[src/rtl/pdp8_defs.svh]
`ifndef PDP8_DEFS_SVH
`define PDP8_DEFS_SVH

// highest installed memory field
`define PDP8_MAX_FIELD 1

// two fields of 4096 words
`define PDP8_MEM_WORDS 8192

// upper address bits of locations 0010 to 0017
`define PDP8_AUTO_INDEX_PAGE 9'o001

`endif

[src/rtl/pdp8_types_pkg.sv]
`default_nettype none

package pdp8_types_pkg;

    // bit 0 is the most significant, as in the PDP-8 manuals
    typedef logic [0:11] word_t;

    typedef logic [0:4] page_t;     // address bits 0..4

    typedef logic [0:6] offset_t;   // address bits 5..11

    typedef logic [0:2] field_t;

    // low field bit followed by the 12-bit word address
    typedef logic [0:12] mem_addr_t;

endpackage

`default_nettype wire

[src/rtl/pdp8_ctrl_pkg.sv]
`default_nettype none

package pdp8_ctrl_pkg;

    // five clocks per major cycle
    typedef enum logic [4:0] {
        F0, FW, F1, F2, F3,     // fetch
        D0, DW, D1, D2, D3,     // defer
        E0, EW, E1, E2, E3,     // execute
        H0, HW, H1, H2, H3      // halt and panel
    } major_state_t;

    // instruction bits 0..2
    typedef enum logic [2:0] {
        AND = 3'o0,
        TAD = 3'o1,
        ISZ = 3'o2,
        DCA = 3'o3,
        JMS = 3'o4,
        JMP = 3'o5,
        IOT = 3'o6,
        OPR = 3'o7
    } opcode_t;

endpackage

`default_nettype wire

[src/rtl/major_state_sequencer.sv]
`timescale 1ns/1ns
`default_nettype none

module major_state_sequencer
    import pdp8_types_pkg::*;
    import pdp8_ctrl_pkg::*;
(
    input  wire  clk,
    input  wire  reset,
    input  wire  word_t instruction,
    input  wire  load_addr,
    input  wire  deposit,
    input  wire  examine,
    input  wire  run,
    output major_state_t state,
    output logic halted,
    output logic load_addr_d,
    output logic deposit_d,
    output logic examine_d
);

    opcode_t opcode;
    logic    mem_ref;
    logic    hlt;
    logic    panel_req;

    assign opcode    = opcode_t'(instruction[0:2]);
    assign mem_ref   = (opcode != IOT) && (opcode != OPR);
    // group 2 operate with the HLT bit
    assign hlt       = (opcode == OPR) && instruction[3] && !instruction[11] && instruction[10];
    assign panel_req = load_addr || deposit || examine;

    always_ff @(posedge clk)
    begin
        if (reset)
        begin
            state <= H3;
            halted <= 1'b1;
            load_addr_d <= 1'b0;
            deposit_d <= 1'b0;
            examine_d <= 1'b0;
        end
        else
        begin
            case (state)
                F0: state <= FW;
                FW: state <= F1;
                F1: state <= F2;
                F2: state <= F3;
                F3:
                    if (mem_ref)
                        state <= instruction[3] ? D0 : E0;
                    else if (hlt)
                    begin
                        state <= H0;
                        halted <= 1'b1;
                    end
                    else
                        state <= F0;
                D0: state <= DW;
                DW: state <= D1;
                D1: state <= D2;
                D2: state <= D3;
                D3: state <= E0;
                E0: state <= EW;
                EW: state <= E1;
                E1: state <= E2;
                E2: state <= E3;
                E3: state <= F0;
                H0: state <= HW;
                HW: state <= H1;
                H1: state <= H2;
                H2: state <= H3;
                H3:
                begin
                    // one request at a time, held for the whole halt cycle
                    load_addr_d <= load_addr && !run;
                    deposit_d <= deposit && !run && !load_addr;
                    examine_d <= examine && !run && !load_addr && !deposit;
                    if (halted && run)
                    begin
                        state <= F0;
                        halted <= 1'b0;
                    end
                    else if (halted && panel_req)
                        state <= H0;
                end
                default: state <= H3;
            endcase
        end
    end

endmodule

`default_nettype wire

[config.mk]
export PLATFORM = sky130hd
export DESIGN_NAME = major_state_sequencer
export DESIGN_NICKNAME = d
export VERILOG_FILES = /design/src/rtl/pdp8_defs.svh /design/src/rtl/pdp8_types_pkg.sv /design/src/rtl/pdp8_ctrl_pkg.sv /design/src/rtl/major_state_sequencer.sv
export SDC_FILE = /design/constraint.sdc
export NUM_CORES = 1
export LEC_CHECK = 0
export BUFFER_PORTS_ARGS = -buffer_cell sky130_fd_sc_hd__buf_2
export CAP_MARGIN = 30
export CORE_UTILIZATION = 30
export CTS_CLUSTER_DIAMETER = 40
export DETAILED_ROUTE_END_ITERATION = 7
export GPL_TIMING_DRIVEN = 0
export PLACE_DENSITY = 0.58
export SLEW_MARGIN = 0
export SYNTH_ARGS = -nofsm -noshare
export SYNTH_HDL_FRONTEND = slang
export SYNTH_SLANG_ARGS = --single-unit
[constraint.sdc]
create_clock -name clk -period 1.5 [get_ports clk]
set_clock_uncertainty 0.1 [all_clocks]
set_input_delay 0.375 -clock clk [delete_from_list [all_inputs] [get_ports clk]]
set_output_delay 0.375 -clock clk [all_outputs]
set_load 0.05 [all_outputs]
==> impl_metrics.ini <==
[die]
pin_count = 27
dieArea_mm2 = 0.002268
rows = 16
die-height_um = 47.62
coreArea_mm2 = 0.001962
start_util_pct = 31.82
die_x_um = 47.62

[critical_path]
setup.worst_path.start = state[0]
worstPathMaxFanout = 6
reg2regPathDepth = 3
crit_end = state[0]
slowest_delay_ns = 0.42
worstPathRequired_ns = 1.02
reg2reg_from = state[1]
setup.worst_path.class = reg -> out
crit_cells = 1
r2r_slack_ns = 0.06
critPathLaunchType = register
cp.arrival_ns = 0.99
worstSetupEndpointType = output port
reg2reg_to = state[0]
path_delay_family = flip-flops
path_buf_inv = 1
worstPathCellList = buf_2
critical-path-slowest-cell = dfxtp_2

[detailed_routing]
drt_wl_total_um = 1681
dr.pass1.iters = 4
avgViaCountPerCell = 5.130
drc = 0
vias = 672
first_iter_violations = 20
ant_nets = 0
route.detailed.wl_per_inst_um = 12.83

[power_and_ir_drop]
switching_share_pct = 50.09
internal-power_uw = 1033
ir_drop_uv = 771.8
finalPower_uw = 2071
power_density_mw_per_mm2 = 2361
power.leakage_uw = 0.0003665
p_sw_uw = 1037
seq_power_share_pct = 23.5
clkPwrFrac_pct = 9.5
p_comb_share_pct = 67.0

[final_layout]
antenna_cells = 0
drive_gt1_share_pct = 48.08
syn_to_final_growth_pct = 40.48
design_area_um2 = 877.1
nFillCells = 229
nets = 123

[global_routing]
grt.total_usage_pct = 16.67
use_met1_pct = 22.87
busiest_layer = met1
grt_pass1_wl_um = 2608
use_met2_pct = 22.74
overflow = 0
antenna_found_initial = 0
globalRouteMet3Util_pct = 4.151
grt_max_degree = 11
grt_pass1_vias = 587

[run]
maxCapViolCount = 0

[synth]
yosysWarnings = 0
synth-seq-cells = 9
synth_area_um2 = 624.3
synth_seq_area_share_pct = 28.86
netlist_instances = 76
synth_top_area_share_pct = 28.86
synth_edf_count = 0
ys.flop_type = dfxtp_1
syn-num-nets = 94
synthArstFlopShare_pct = 0
synth_top_cell_by_area = dfxtp_1
synth_area_leaders = dfxtp_1, a21oi_1, nand2_1
synth_area_per_cell_um2 = 8.215
ys_types = 38

[placed_design]
gp_congestion = 0.8101
place_area_um2 = 777.0
port_buffers = 20
dpl.hpwl_um = 1091

[cts]
cts_root_buffer = clkbuf_4
tritoncts = built
clock_sinks = 9
cts_buffer_depth = 2
clk_pin_slew_worst_paths_ns = 0.07
clock_latency_ns = 0.27
numCtsBuffers = 3
htreeDepth = 1

[timing]
slew_viol_final = 0
final.min_clock_period_ns = 1.461
slew_headroom_pct = 67.08
final.period_utilization_pct = 97.37
worst_slew_pin_slew_ns = 0.4874
hold_viol_final = 0
fmax_mhz = 684.7
rsz0062_at_grt = yes
setup_viol = 0

[run_status]
status = finished, final reports clean

[min_path]
worstHoldPathType = in -> reg
what timing repair did:
action                     in CTS  in global routing
buffers inserted                8                  1
hold buffers                    0                  0
pin swaps                       2                  1
setup endpoints to repair       6                  9
resized for setup               5                 12
gates cloned                    0                  0
cell usage in the layout (no fill, tap or decap), types with 2 or more instances in the layout:
master | Yosys | layout
a21oi_1 | 7 | 7
buf_2 | 3 | 20
buf_4 | 0 | 9
clkbuf_4 | 0 | 5
dfxtp_1 | 9 | 3
dfxtp_2 | 0 | 3
dfxtp_4 | 0 | 3
nand2_1 | 8 | 8
nand3_1 | 2 | 2
nand4_1 | 4 | 4
nor2_1 | 5 | 5
nor3b_1 | 2 | 2
o21a_1 | 2 | 2
through the flow:
step	TNS, ns	util (%)	setup slack, ns	instances	hold WS (ns)
6_report	0	44.71	0.03946	131	0.2724
5_1_grt	-0.02773	44.71	-0.01610	131	0.2822
4_1_cts	0	42.60	0.005039	130	0.2726
3_5_place_dp	-0.8602	39.60	-0.2175	123	0.3549
3_3_place_gp	-0.8611	39.60	-0.2496	123	0.3376
2_1_floorplan	-0.4282	-	-0.2260	76	0.3441
state kept, by name (all words and copies together), names as in the netlist:
register     cells
state            5
examine_d        1
deposit_d        1
halted           1
load_addr_d      1
layer usage:
metal,vias up,wire length [µm]
met5,-,0
met4,0,29
met3,5,73
met2,25,826
met1,302,752
li1,340,-
synth_stat cells (2+ instances only):
cell type  count
nand2_1        8
buf_2          3
o21ai_0        2
a21oi_1        7
nor4b_1        2
clkbuf_1       2
nor2_1         5
dfxtp_1        9
nor3b_1        2
nand4_1        4
o21a_1         2
buf_6          2
inv_1          2
nand3_1        2
cell families (layout without fill, tap and decap cells):
| kind of cell | count (synthesis) | after routing | share of synthesized area [%] |
|---|---|---|---|
| flip-flops | 9 | 9 | 28.86 |
| AND/OR/NAND/NOR | 34 | 34 | 33.67 |
| buffers and inverters | 9 | 37 | 8.417 |
| AO/OA/AOI/OAI | 22 | 22 | 26.25 |
| XOR/XNOR | 2 | 2 | 2.806 |
layout make-up:
cell class              instances  area [µm²]  area share, %
well taps                      27       33.78          3.852
repair buffers                 28       162.7          18.54
multi-input cells              58       431.7          49.22
clock buffers                   4       26.28          2.996
inverters                       2       7.507         0.8559
plain buffers                   3       20.02          2.282
flip-flops and latches          9       195.2          22.25
power groups by stage:
stage               Clock [µW]  Sequential [µW]  Combinational, µW
finish                     197              486               1390
global route               219              500               1500
CTS                        196              468               1290
global placement             0              415               1260
detailed placement           0              417               1260
floorplan                    0              690                762
how the worst min path moves through the flow:
stage	from	endpoint	slack, ns	cells past startpoint
floorplan	reset	deposit_d	0.34	1
global placement	load_addr_d	load_addr_d	0.34	2
detailed placement	deposit_d	deposit_d	0.35	2
CTS	reset	deposit_d	0.27	2
global route	reset	examine_d	0.28	2
finish	reset	deposit_d	0.27	2
No activity file was read; power rests on OpenSTA's default activity.
