**config.mk**
```make
export PLATFORM = sky130hd
export DESIGN_NAME = register_unit
export DESIGN_NICKNAME = d
export VERILOG_FILES = /design/src/rtl/pdp8_defs.svh /design/src/rtl/pdp8_types_pkg.sv /design/src/rtl/pdp8_ctrl_pkg.sv /design/src/rtl/register_unit.sv
export SDC_FILE = /design/constraint.sdc
export NUM_CORES = 1
export LEC_CHECK = 0
export BUFFER_PORTS_ARGS = -buffer_cell sky130_fd_sc_hd__buf_2
export CAP_MARGIN = 15
export CORE_MARGIN = 8
export CORE_UTILIZATION = 50
export CTS_BUF_LIST = sky130_fd_sc_hd__clkbuf_4 sky130_fd_sc_hd__clkbuf_8
export CTS_CLUSTER_DIAMETER = 60
export CTS_CLUSTER_SIZE = 30
export DETAILED_ROUTE_END_ITERATION = 8
export HOLD_SLACK_MARGIN = 0.15
export MAX_ROUTING_LAYER = met4
export PLACE_DENSITY = 0.74
export SETUP_SLACK_MARGIN = 0.2
export SYNTH_ARGS = -nofsm -noshare
export SYNTH_HDL_FRONTEND = slang
export SYNTH_SLANG_ARGS = --single-unit
```
**constraint.sdc**
```tcl
create_clock -name clk -period 2.22 [get_ports clk]
set_input_delay 0.111 -clock clk [delete_from_list [all_inputs] [get_ports clk]]
set_output_delay 0.111 -clock clk [all_outputs]
set_load 0.05 [all_outputs]
```
**src/rtl/pdp8_defs.svh**
```systemverilog
`ifndef PDP8_DEFS_SVH
`define PDP8_DEFS_SVH

// highest installed memory field
`define PDP8_MAX_FIELD 1

// two fields of 4096 words
`define PDP8_MEM_WORDS 8192

// upper address bits of locations 0010 to 0017
`define PDP8_AUTO_INDEX_PAGE 9'o001

`endif

```
**src/rtl/pdp8_types_pkg.sv**
```systemverilog
`default_nettype none

package pdp8_types_pkg;

    // bit 0 is the most significant, as in the PDP-8 manuals
    typedef logic [0:11] word_t;

    typedef logic [0:4] page_t;     // address bits 0..4

    typedef logic [0:6] offset_t;   // address bits 5..11

    typedef logic [0:2] field_t;

    // low field bit followed by the 12-bit word address
    typedef logic [0:12] mem_addr_t;

endpackage

`default_nettype wire

```
**src/rtl/pdp8_ctrl_pkg.sv**
```systemverilog
`default_nettype none

package pdp8_ctrl_pkg;

    // five clocks per major cycle
    typedef enum logic [4:0] {
        F0, FW, F1, F2, F3,     // fetch
        D0, DW, D1, D2, D3,     // defer
        E0, EW, E1, E2, E3,     // execute
        H0, HW, H1, H2, H3      // halt and panel
    } major_state_t;

    // instruction bits 0..2
    typedef enum logic [2:0] {
        AND = 3'o0,
        TAD = 3'o1,
        ISZ = 3'o2,
        DCA = 3'o3,
        JMS = 3'o4,
        JMP = 3'o5,
        IOT = 3'o6,
        OPR = 3'o7
    } opcode_t;

endpackage

`default_nettype wire

```
**src/rtl/register_unit.sv**
```systemverilog
`timescale 1ns/1ns
`default_nettype none

module register_unit
    import pdp8_types_pkg::*;
    import pdp8_ctrl_pkg::*;
(
    input  wire  clk,
    input  wire  reset,
    input  wire  major_state_t state,
    input  wire  word_t instruction,
    input  wire  word_t mb,
    input  wire  word_t ma,
    input  wire  isz_skip,
    input  wire  word_t sr,
    input  wire  load_addr_d,
    output word_t pc,
    output word_t ac,
    output logic link
);

    opcode_t     opcode;
    word_t       opr_ac;
    logic        opr_link;
    logic [0:12] tad_sum;   // carry, then sum

    assign opcode  = opcode_t'(instruction[0:2]);
    assign tad_sum = {1'b0, ac} + {1'b0, mb};

    // operate subset in microcode order
    always_comb
    begin
        opr_ac = ac;
        opr_link = link;
        if (instruction[4])
            opr_ac = 12'o0000;      // CLA
        if (!instruction[3])
        begin
            if (instruction[6])
                opr_ac = ~opr_ac;   // CMA
            if (instruction[11])
                {opr_link, opr_ac} = {opr_link, opr_ac} + 13'd1;   // IAC
        end
    end

    always_ff @(posedge clk)
    begin
        if (reset)
        begin
            pc <= 12'o0000;
            ac <= 12'o0000;
            link <= 1'b0;
        end
        else
        begin
            case (state)
                F2: pc <= pc + 12'o0001;
                F3:
                    if (opcode == OPR)
                    begin
                        ac <= opr_ac;
                        link <= opr_link;
                    end
                E2:
                    case (opcode)
                        AND: ac <= ac & mb;
                        TAD:
                        begin
                            ac <= tad_sum[1:12];
                            link <= link ^ tad_sum[0];
                        end
                        DCA: ac <= 12'o0000;
                        default: ;
                    endcase
                E3:
                    case (opcode)
                        JMP: pc <= ma;
                        JMS: pc <= ma + 12'o0001;   // past the stored return
                        ISZ:
                            if (isz_skip)
                                pc <= pc + 12'o0001;
                        default: ;
                    endcase
                H1:
                    if (load_addr_d)
                        pc <= sr;
                default: ;
            endcase
        end
    end

endmodule

`default_nettype wire

```
==> flow_summary.ini, run 1 <==
[routing]
drt_first_iter_violations = 311
remaining_drc_errors = 0
viasPerCell = 6.34
vias = 4151
ant_nets = 0
drt-wirelength-per-cell_um = 17.7
firstDrtPassIters = 4
routed_wl_mm = 11.6

[grt]
grt-ovfl-total = 0
grt_start_max_net_pins = 27
globalRouteTotalUtil_pct = 23.9
global_route_wire_length_before_repair_mm = 19.1
antenna_found_initial = 0
grt_pass1_vias = 3953

[worst_setup_path]
end_kind = flip-flop
critical_path.max_fanout = 2
timing.critical_path.arrival_ps = 2360
critical_path_class = flip-flop to flip-flop
crit_required_ps = 2370
cpPeakStageDelay_ps = 370
timing.critical_path.cells = ha_4 > fa_2 > a211oi_4 > o21ai_2 > a41oi_2 > xnor2_1 > a221oi_2 > a311o_1 > a21oi_1
start_kind = flip-flop
critPathSlowestCell = sky130_fd_sc_hd__dfxtp_4

[layout]
drive_gt1_share_pct = 34.8
antenna-diode-count = 0
area_growth_pct = 31.7
layout.core_utilization_pct = 66.5
fillerInstances = 596
final_nets = 649
stdcell_area_um2 = 4420

[sta]
report.final.hold_viol_count = 0
final_max_slew_viol_count = 0
setup_viol_count_final = 0
worst_slew_margin_rel_pct = 61.9
maxClockFrequency_mhz = 453
timing.final.crit_period_ps = 2210
worstMarginPinSlew_ps = 568
timing.setup.tns_ps = 0
fin_worst_skew_ps = 3.24
grt_setup_unrepaired = yes
post-route-period-util_pct = 99.4

[floorplan]
die_w_um = 97.9
core.rowCount = 30
initial_utilization_pct = 50.5
die_h_um = 97.9
dieArea_um2 = 9580
floorplan.core_area_um2 = 6640
boundaryPins = 82

[clocking]
tritoncts_num_sinks = 25
cts_tree = done
h-tree-depth = 1
path_clk_slew_ps = 100
cts-buffers-inserted = 3
ctsRootBufferMaster = sky130_fd_sc_hd__clkbuf_8
clkLatencyLatePin_ps = 280
clock_path_buffers = 2

[status]
outcome = complete, no violations

[yosys]
yosysMostFrequentCell = sky130_fd_sc_hd__nor2_1
synthesis.instances = 475
yosys_top_cell_area_share_pct = 14.9
synth_top_cell_by_area = sky130_fd_sc_hd__dfxtp_1
syn-cell-area_um2 = 3350
syn-num-nets = 548
synth_seq_area_share_pct = 14.9
synth_flop_cell = sky130_fd_sc_hd__dfxtp_1
synthTopCellsByCount = sky130_fd_sc_hd__nor2_1 (53), sky130_fd_sc_hd__o21ai_0 (39), sky130_fd_sc_hd__a21oi_1 (37)
postSynthAreaPerCell_um2 = 7.06
synth_async_sr_flop_share_pct = 0
synthesis_warning_total = 0
yosys.cell_types.count = 79
synth_top_cells_by_area = sky130_fd_sc_hd__dfxtp_1 (15%), sky130_fd_sc_hd__nor2_1 (5.9%), sky130_fd_sc_hd__o21ai_0 (5.8%)
synth_edf_count = 0
ys_seq_elements = 25

[place]
half_perimeter_wire_length_of_the_detailed_placement_result_mm = 8.53
place_congestion = 0.956
numPortBuffers = 76
dpl_cell_area_um2 = 3980

[power]
p_total_mw = 1.24
power_per_cell_area_nw_per_um2 = 281
leakagePower_nw = 1.79
vdd_drop_max_v = 0.000214

[job]
cap_viol_max_count = 0

[worst_hold_path]
timing.hold.worst.class = input port to flip-flop
## flip-flops by register name (all words and copies together) (netlist names)
signal / cells
ac: 12
link: 1
pc: 12
## metal layers
layer | vias up | global-route usage, % | share of wire, %
met5 | - | - | 0
met4 | 0 | 5.88 | 1.9
met3 | 22 | 3.13 | 6.8
met2 | 178 | 39.0 | 46
met1 | 1945 | 30.4 | 45
li1 | 2006 | - | -
## layout make-up
type	count	area, um2	area share (%)
flip-flops and latches	25	528	12.0
inverters	13	48.8	1.11
multi-input cells	408	2920	66.2
well taps	80	100	2.27
repair buffers	125	766	17.3
clock inverters	1	7.51	0.170
clock buffers	3	41.3	0.935
## logic make-up (layout without fill, tap and decap cells)
kind of cell / Yosys count / after routing / share of synthesized area [%]
adder cells (fa/ha/maj): 16 / 16 / 6.19
XOR/XNOR: 24 / 24 / 6.27
AND/OR/NAND/NOR: 193 / 193 / 31.3
buffers and inverters: 42 / 142 / 5.15
flip-flops: 25 / 25 / 14.9
multiplexers: 5 / 5 / 1.49
AO/OA/AOI/OAI: 170 / 170 / 34.7
## worst max-delay path, delay by kind of cell, from the launching register on
| kind | cells | cell delay [ps] |
|---|---|---|
| adder cells (fa/ha/maj) | 2 | 520 |
| XOR/XNOR | 1 | 110 |
| flip-flops | 1 | 370 |
| AO/OA/AOI/OAI | 6 | 1070 |
## report_power, final
| group | switching (mW) | internal [mW] | leakage [nW] |
|---|---|---|---|
| combinational | 0.286 | 0.193 | 1.56 |
| sequential | 0.0147 | 0.453 | 0.210 |
| clock | 0.166 | 0.128 | 0.0217 |
| total | 0.466 | 0.774 | 1.79 |
## placed cells by master (no fill, tap or decap), types with 6 or more instances in the layout
cell	Yosys	final
sky130_fd_sc_hd__nor3_1	22	20
sky130_fd_sc_hd__nand2_1	35	32
sky130_fd_sc_hd__a211oi_1	13	8
sky130_fd_sc_hd__o21ai_1	3	8
sky130_fd_sc_hd__nand2b_1	7	6
sky130_fd_sc_hd__xor2_1	8	8
sky130_fd_sc_hd__inv_1	12	12
sky130_fd_sc_hd__a21oi_1	37	32
sky130_fd_sc_hd__and3_1	9	9
sky130_fd_sc_hd__buf_2	9	76
sky130_fd_sc_hd__a221oi_1	8	6
sky130_fd_sc_hd__nor2_1	53	50
sky130_fd_sc_hd__xnor2_1	16	12
sky130_fd_sc_hd__nor2b_1	8	8
sky130_fd_sc_hd__dfxtp_2	0	7
sky130_fd_sc_hd__dfxtp_1	25	13
sky130_fd_sc_hd__o211ai_1	9	9
sky130_fd_sc_hd__o21ai_0	39	33
sky130_fd_sc_hd__buf_4	1	44
sky130_fd_sc_hd__ha_1	15	9
sky130_fd_sc_hd__a211oi_2	2	6
sky130_fd_sc_hd__nand3_1	19	19
## final timing paths
check	to	startpoint	slack (ps)	cells after the start
hold / removal	pc[7]$_SDFFE_PP0P_	sr[7]	180	3
hold reg to reg	pc[11]$_SDFFE_PP0P_	pc[11]$_SDFFE_PP0P_	530	2
setup / recovery	ac[10]$_SDFFE_PP0P_	ac[0]$_SDFFE_PP0P_	10	9
setup reg to reg	ac[10]$_SDFFE_PP0P_	ac[0]$_SDFFE_PP0P_	10	9
## timing repair
action / 4_1_cts / 5_1_grt
setup buffers: 15 / 5
hold buffers: 1 / 0
pin swaps: 28 / 14
gates resized for setup: 36 / 18
hold endpoints to repair: 1 / 0
setup endpoints to repair: 9 / 13
## through the flow
step           hold slack [ps]  worst slack (ps)  std cells
2_1_floorplan              264              87.1        475
3_3_place_gp               394              39.5        630
3_5_place_dp               404             -47.0        630
4_1_cts                    169             -33.9        650
5_1_grt                    189             -73.4        655
6_report                   181              14.1        655
(Power assumes the default switching activity.)
==> run 2, diff against run 1 <==
--- a/config.mk
+++ b/config.mk
@@ -5,6 +5,7 @@
 export SDC_FILE = /design/constraint.sdc
 export NUM_CORES = 1
 export LEC_CHECK = 0
+export ABC_AREA = 1
 export BUFFER_PORTS_ARGS = -buffer_cell sky130_fd_sc_hd__buf_2
 export CAP_MARGIN = 15
 export CORE_MARGIN = 8
==> run 2 against run 1 <==
Effect of this change: synthesized area about the same; combinational power down 3%; utilization down 6.2 points; die area about the same; critical path depth up 1; clock power down 1%; highest routed layer unchanged.
==> flow_summary.ini, run 2 <==
[status]
outcome = complete, no violations

[power]
switching_power_mw = 0.488
power.internal_mw = 0.748
vdd_drop_max_v = 0.000149
clock_power_share_pct = 23.5
leakagePower_nw = 1.90
power.share.switching_pct = 39.5
pwr-share-seq_pct = 39.1
power_per_cell_area_nw_per_um2 = 309
combinationalPowerShare_pct = 37.4
p_total_mw = 1.24

[floorplan]
initial_utilization_pct = 50.5
die_h_um = 97.9
boundaryPins = 82
core.rowCount = 30
dieArea_um2 = 9590
die_w_um = 97.9
floorplan.core_area_um2 = 6640

[layout]
multi_input_comb_area_um2 = 2580
antenna-diode-count = 0
final_nets = 739
area_growth_pct = 19.4
top_regs = ac (12), pc (12), link (1)
seqCellArea_um2 = 513
drive_gt1_share_pct = 19.5
stdcell_area_um2 = 4010
fillerInstances = 693
final_cell_count_no_fill = 745
layout_commonest_cell = sky130_fd_sc_hd__nand2_1
layout.cells.most_common_list = sky130_fd_sc_hd__nand2_1 (146), sky130_fd_sc_hd__buf_2 (76), sky130_fd_sc_hd__nand3_1 (70)

[place]
dp.cells = 732
half_perimeter_wire_length_of_the_detailed_placement_result_mm = 8.73
place_congestion = 0.932
numPortBuffers = 76
dpl_cell_area_um2 = 3800

[worst_setup_path]
rr_worst_depth = 10
timing.rr.start = ac[0]$_SDFFE_PP0P_
critical_path_class = flip-flop to flip-flop
timing.reg2reg.setup_slack_ps = 290
crit_required_ps = 2430
start_kind = flip-flop
timing.critical_path.arrival_ps = 2140
r2r_end = ac[10]$_SDFFE_PP0P_
critical_path.max_fanout = 5
end_kind = flip-flop

[clocking]
clkLatencyLatePin_ps = 280
clock_path_buffers = 2
h-tree-depth = 1
tritoncts_num_sinks = 25
cts-buffers-inserted = 3
ctsRootBufferMaster = sky130_fd_sc_hd__clkbuf_8
cts_tree = done
path_clk_slew_ps = 100

[yosys]
synth_async_sr_flop_share_pct = 0
syn-num-nets = 657
synth_seq_area_share_pct = 14.9
synth_top_cell_by_area = sky130_fd_sc_hd__nand2_1
syn-cell-area_um2 = 3350
ys_seq_elements = 25
synth_top_cells_by_area = sky130_fd_sc_hd__nand2_1 (17%), sky130_fd_sc_hd__dfxtp_1 (15%), sky130_fd_sc_hd__nand3_1 (11%)
synthTopCellsByCount = sky130_fd_sc_hd__nand2_1 (150), sky130_fd_sc_hd__nand3_1 (71), sky130_fd_sc_hd__inv_1 (58)
synthesis.instances = 584
synth_flop_cell = sky130_fd_sc_hd__dfxtp_1
postSynthAreaPerCell_um2 = 5.74
yosysMostFrequentCell = sky130_fd_sc_hd__nand2_1
synthesis_warning_total = 0
yosys.cell_types.count = 45
synth_edf_count = 0
yosys_top_cell_area_share_pct = 16.8

[job]
cap_viol_max_count = 0

[sta]
holdWs_ps = 174
worst_slew_margin_rel_pct = 58.3
timing.setup.tns_ps = 0
final_max_slew_viol_count = 0
fin_worst_skew_ps = 6.61
grt_setup_unrepaired = yes
timing.final.crit_period_ps = 1930
setup_viol_count_final = 0
maxClockFrequency_mhz = 519
report.final.hold_viol_count = 0
worstMarginPinSlew_ps = 625
post-route-period-util_pct = 86.7

[routing]
routed_wl_mm = 10.9
ant_nets = 0
remaining_drc_errors = 0
drt_first_iter_violations = 343
vias = 4258
viasPerCell = 5.72
firstDrtPassIters = 5
drt-wirelength-per-cell_um = 14.7

[grt]
global_route_wire_length_before_repair_mm = 18.3
grt-ovfl-total = 0
grt_pass1_vias = 3843
grt_start_max_net_pins = 28
antenna_found_initial = 0
globalRouteTotalUtil_pct = 23.1

[worst_hold_path]
hold_path.startpoint = sr[5]
min_path_cells = 3
min_delay_worst_endpoint = pc[5]$_SDFFE_PP0P_
timing.hold.worst.class = input port to flip-flop
-- run 2: cell types whose count changed in the layout (fill, tap and decap cells not counted), sizes merged, moves of 12 or more --
cell    before  now
nand3       19   73
nor3        23    9
buf        124   84
a211oi      16    4
inv         12   62
xnor2       16    2
nand2       35  154
a21oi       37   52
-- run 2: kinds of logic after synthesis --
logic type	share of synthesized area, %
AND/OR/NAND/NOR	42.2
AO/OA/AOI/OAI	23.0
buffers and inverters	9.77
flip-flops	14.9
adder cells (fa/ha/maj)	6.19
XOR/XNOR	3.92
-- run 2: worst max path at each step --
stage                  startpoint                   to  depth (start not counted)
6_report       ac[0]$_SDFFE_PP0P_  ac[10]$_SDFFE_PP0P_                         10
5_1_grt        ac[0]$_SDFFE_PP0P_  ac[10]$_SDFFE_PP0P_                         10
4_1_cts        ac[0]$_SDFFE_PP0P_    link$_SDFFE_PP0P_                         14
3_5_place_dp   ac[0]$_SDFFE_PP0P_    link$_SDFFE_PP0P_                         14
3_3_place_gp   ac[0]$_SDFFE_PP0P_    link$_SDFFE_PP0P_                         14
2_1_floorplan  ac[1]$_SDFFE_PP0P_   ac[6]$_SDFFE_PP0P_                         10
-- run 2: power groups by stage --
stage	sequential (mW)	clock, mW	combinational [mW]
floorplan	0.539	0	0.252
CTS	0.483	0.293	0.452
global route	0.485	0.309	0.513
detailed placement	0.494	0	0.439
global placement	0.493	0	0.433
finish	0.483	0.290	0.463
-- run 2: through the flow --
step / utilization (%) / worst slack (ps)
floorplan: - / 221
global placement: 57.3 / 191
detailed placement: 57.3 / 157
global route: 60.3 / 143
finish: 60.3 / 295
CTS: 59.2 / 213
-- run 2: critical path, stage by stage (launching register included) --
cell and delay [ps]:
sky130_fd_sc_hd__dfxtp_4 380, sky130_fd_sc_hd__ha_4 180, sky130_fd_sc_hd__fa_2 430, sky130_fd_sc_hd__buf_4 150, sky130_fd_sc_hd__nand3_1 110, sky130_fd_sc_hd__nand3_1 90, sky130_fd_sc_hd__nand2_1 60, sky130_fd_sc_hd__nand3_1 90
sky130_fd_sc_hd__a21oi_1 190, sky130_fd_sc_hd__nand2_1 70, sky130_fd_sc_hd__a21oi_1 110
-- run 2: layer usage --
metal	global-route usage, %	wire length (um)	vias to the layer above
met5	-	0	-
met4	4.32	65	0
met3	1.35	747	4
met2	34.7	4680	174
met1	33.3	5430	1921
li1	-	-	2159
-- run 2: final cells by class --
class	instances	area share [%]
clock buffer	3	1.03
inverter	63	6.03
tap	80	2.50
timing repair buffer	92	13.0
sequential	25	12.8
clock inverter	1	0.187
multi-input combinational	481	64.5
-- run 2: what timing repair did --
action / 4_1_cts / 5_1_grt
cloned: 0 / 0
hold buffers: 8 / 0
resized for setup: 1 / 18
pin swaps: 0 / 4
hold endpoints to repair: 10 / 0
endpoints found under the setup margin: 2 / 10
setup buffers: 0 / 1
==> run 3, diff against run 2 <==
--- a/config.mk
+++ b/config.mk
@@ -9,14 +9,15 @@
 export BUFFER_PORTS_ARGS = -buffer_cell sky130_fd_sc_hd__buf_2
 export CAP_MARGIN = 15
 export CORE_MARGIN = 8
-export CORE_UTILIZATION = 50
+export CORE_UTILIZATION = 51
 export CTS_BUF_LIST = sky130_fd_sc_hd__clkbuf_4 sky130_fd_sc_hd__clkbuf_8
 export CTS_CLUSTER_DIAMETER = 60
 export CTS_CLUSTER_SIZE = 30
 export DETAILED_ROUTE_END_ITERATION = 8
 export HOLD_SLACK_MARGIN = 0.15
 export MAX_ROUTING_LAYER = met4
-export PLACE_DENSITY = 0.74
+export PLACE_DENSITY = 0.76
+export REMOVE_ABC_BUFFERS = 1
 export SETUP_SLACK_MARGIN = 0.2
 export SYNTH_ARGS = -nofsm -noshare
 export SYNTH_HDL_FRONTEND = slang
==> run 3 against run 2 <==
Effect of this change: die area is 1.6% lower; non-clock buffer count stayed put; first-iteration DRC count is 1.2% higher; clock skew hardly changed; utilization is 2.1 points higher; critical endpoint is now pc[6]$_SDFFE_PP0P_; sequential power hardly changed; fmax is 3.4% higher; highest routed layer unchanged.
==> flow_summary.ini, run 3 (synthesized netlist as in run 2, its figures left out) <==
[grt]
grt_start_max_net_pins = 28
gr-usage-met3_pct = 3.13
grt.met2_usage_pct = 33.1
global_route.peak_usage_layer = met2
grt_use_met1_pct = 31.1
globalRouteTotalUtil_pct = 22.4
antenna_found_initial = 0
grt_pass1_vias = 3973
global_route_wire_length_before_repair_mm = 18.0
grt-ovfl-total = 0

[routing]
viasPerCell = 5.81
firstDrtPassIters = 5
vias = 4313
ant_nets = 0
drt-wirelength-per-cell_um = 14.3
routed_wl_mm = 10.6
drt_first_iter_violations = 347
remaining_drc_errors = 0

[layout]
stdcell_area_um2 = 3960
area_growth_pct = 18.2
final_nets = 739
fillerInstances = 643
layout.core_utilization_pct = 62.4
antenna-diode-count = 0
drive_gt1_share_pct = 18.5
multi_input_comb_area_um2 = 2550
top_regs = ac (12), pc (12), link (1)
seqCellArea_um2 = 509
layout.cells.most_common_list = sky130_fd_sc_hd__nand2_1 (149), sky130_fd_sc_hd__buf_2 (76), sky130_fd_sc_hd__nand3_1 (71)
layout_commonest_cell = sky130_fd_sc_hd__nand2_1

[clocking]
ctsRootBufferMaster = sky130_fd_sc_hd__clkbuf_8
clkLatencyLatePin_ps = 270
postCtsSetupBuffers = 0
clock_path_buffers = 2
cts-buffers-inserted = 3
path_clk_slew_ps = 100
tritoncts_num_sinks = 25
cts_tree = done
h-tree-depth = 1

[place]
numPortBuffers = 76
half_perimeter_wire_length_of_the_detailed_placement_result_mm = 8.62
dpl_cell_area_um2 = 3810
place_congestion = 0.927

[sta]
post-route-period-util_pct = 83.9
report.final.hold_viol_count = 0
final_max_slew_viol_count = 0
maxClockFrequency_mhz = 537
grt_setup_unrepaired = yes
setup_viol_count_final = 0
worst_slew_margin_rel_pct = 58.6
holdWs_ps = 162
worstMarginPinSlew_ps = 620
fin_worst_skew_ps = 7.00
timing.setup.tns_ps = 0
timing.final.crit_period_ps = 1860

[worst_hold_path]
timing.hold.worst.class = input port to flip-flop

[worst_setup_path]
critical_path_class = flip-flop to flip-flop
critPathSlowestCell = sky130_fd_sc_hd__dfxtp_4
end_kind = flip-flop
critical_path.max_fanout = 8
crit_required_ps = 2420
cpPeakStageDelay_ps = 400
timing.critical_path.cells = ha_2 > nand4_1 > nor2_2 > xor2_1 > nand2_1 > o21ai_0 > o211ai_1 > a31oi_1
start_kind = flip-flop
timing.critical_path.arrival_ps = 2060

[power]
combinationalPowerShare_pct = 37.0
leakagePower_nw = 1.90
power.share.switching_pct = 38.5
clock_power_share_pct = 23.9
pwr-share-seq_pct = 39.1
switching_power_mw = 0.476
power.internal_mw = 0.760
vdd_drop_max_v = 0.000232
power_per_cell_area_nw_per_um2 = 312

[status]
outcome = complete, no violations

[floorplan]
die_w_um = 97.1
core.rowCount = 29
initial_utilization_pct = 52.8
floorplan.core_area_um2 = 6350
dieArea_um2 = 9430
die_h_um = 97.1
boundaryPins = 82

[job]
cap_viol_max_count = 0
run 3: cell types whose count changed in the layout (fill, tap and decap cells not counted), sizes merged:
cell and delta:
buf +1, clkbuf +1, clkinvlp -1, dlygate4sd3 -1
run 3: cell type report:
cell class,instances,area share (%)
Multi-Input combinational cell,481,64.3
Timing Repair Buffer,92,13.1
Sequential cell,25,12.8
Inverter,63,6.09
Tap cell,77,2.43
Clock buffer,4,1.23
run 3: path summary, 6_finish.rpt:
kind,start,end,slack [ps],depth (start not counted)
worst min register to register,link$_SDFFE_PP0P_,link$_SDFFE_PP0P_,530,3
worst max-delay path,pc[0]$_SDFFE_PP0P_,pc[6]$_SDFFE_PP0P_,360,8
worst max register to register,pc[0]$_SDFFE_PP0P_,pc[6]$_SDFFE_PP0P_,360,8
worst min-delay path,sr[6],pc[6]$_SDFFE_PP0P_,160,3
run 3: stage by stage:
stage / instances / setup WS, ps / total power [mW]
global placement: 731 / 263 / 0.923
floorplan: 569 / 131 / 0.775
CTS: 742 / 245 / 1.23
detailed placement: 731 / 204 / 0.931
finish: 742 / 358 / 1.24
global route: 742 / 156 / 1.31
run 3: power groups by stage:
stage                     combinational (mW)  clock (mW)  sequential, mW
after floorplan                        0.237           0           0.539
after global placement                 0.430           0           0.492
after detailed placement               0.439           0           0.493
after CTS                              0.450       0.302           0.482
after global routing                   0.509       0.316           0.486
final                                  0.457       0.296           0.483
run 3: repair_timing:
item                                    in CTS  in global routing
endpoints found under the setup margin       2                 11
gates resized for setup                      1                 11
hold buffers                                 7                  0
gates cloned                                 0                  0
endpoints found under the hold margin        9                  0
pin swaps                                    0                  1
run 3: worst max-delay path: cells and delay by family (launching register included):
kind                       cells  cell delay [ps]
DFF                            1              400
AOI/OAI and AO/OA              3              470
adders and majority gates      1              210
xor gates and xnor gates       1              210
and+or+nand+nor                3              510
run 3: layer usage:
metal,routed length (um),part of all wire (%)
met1,5030,47
met2,4610,44
met3,843,8.0
met4,116,1.1
met5,0,0
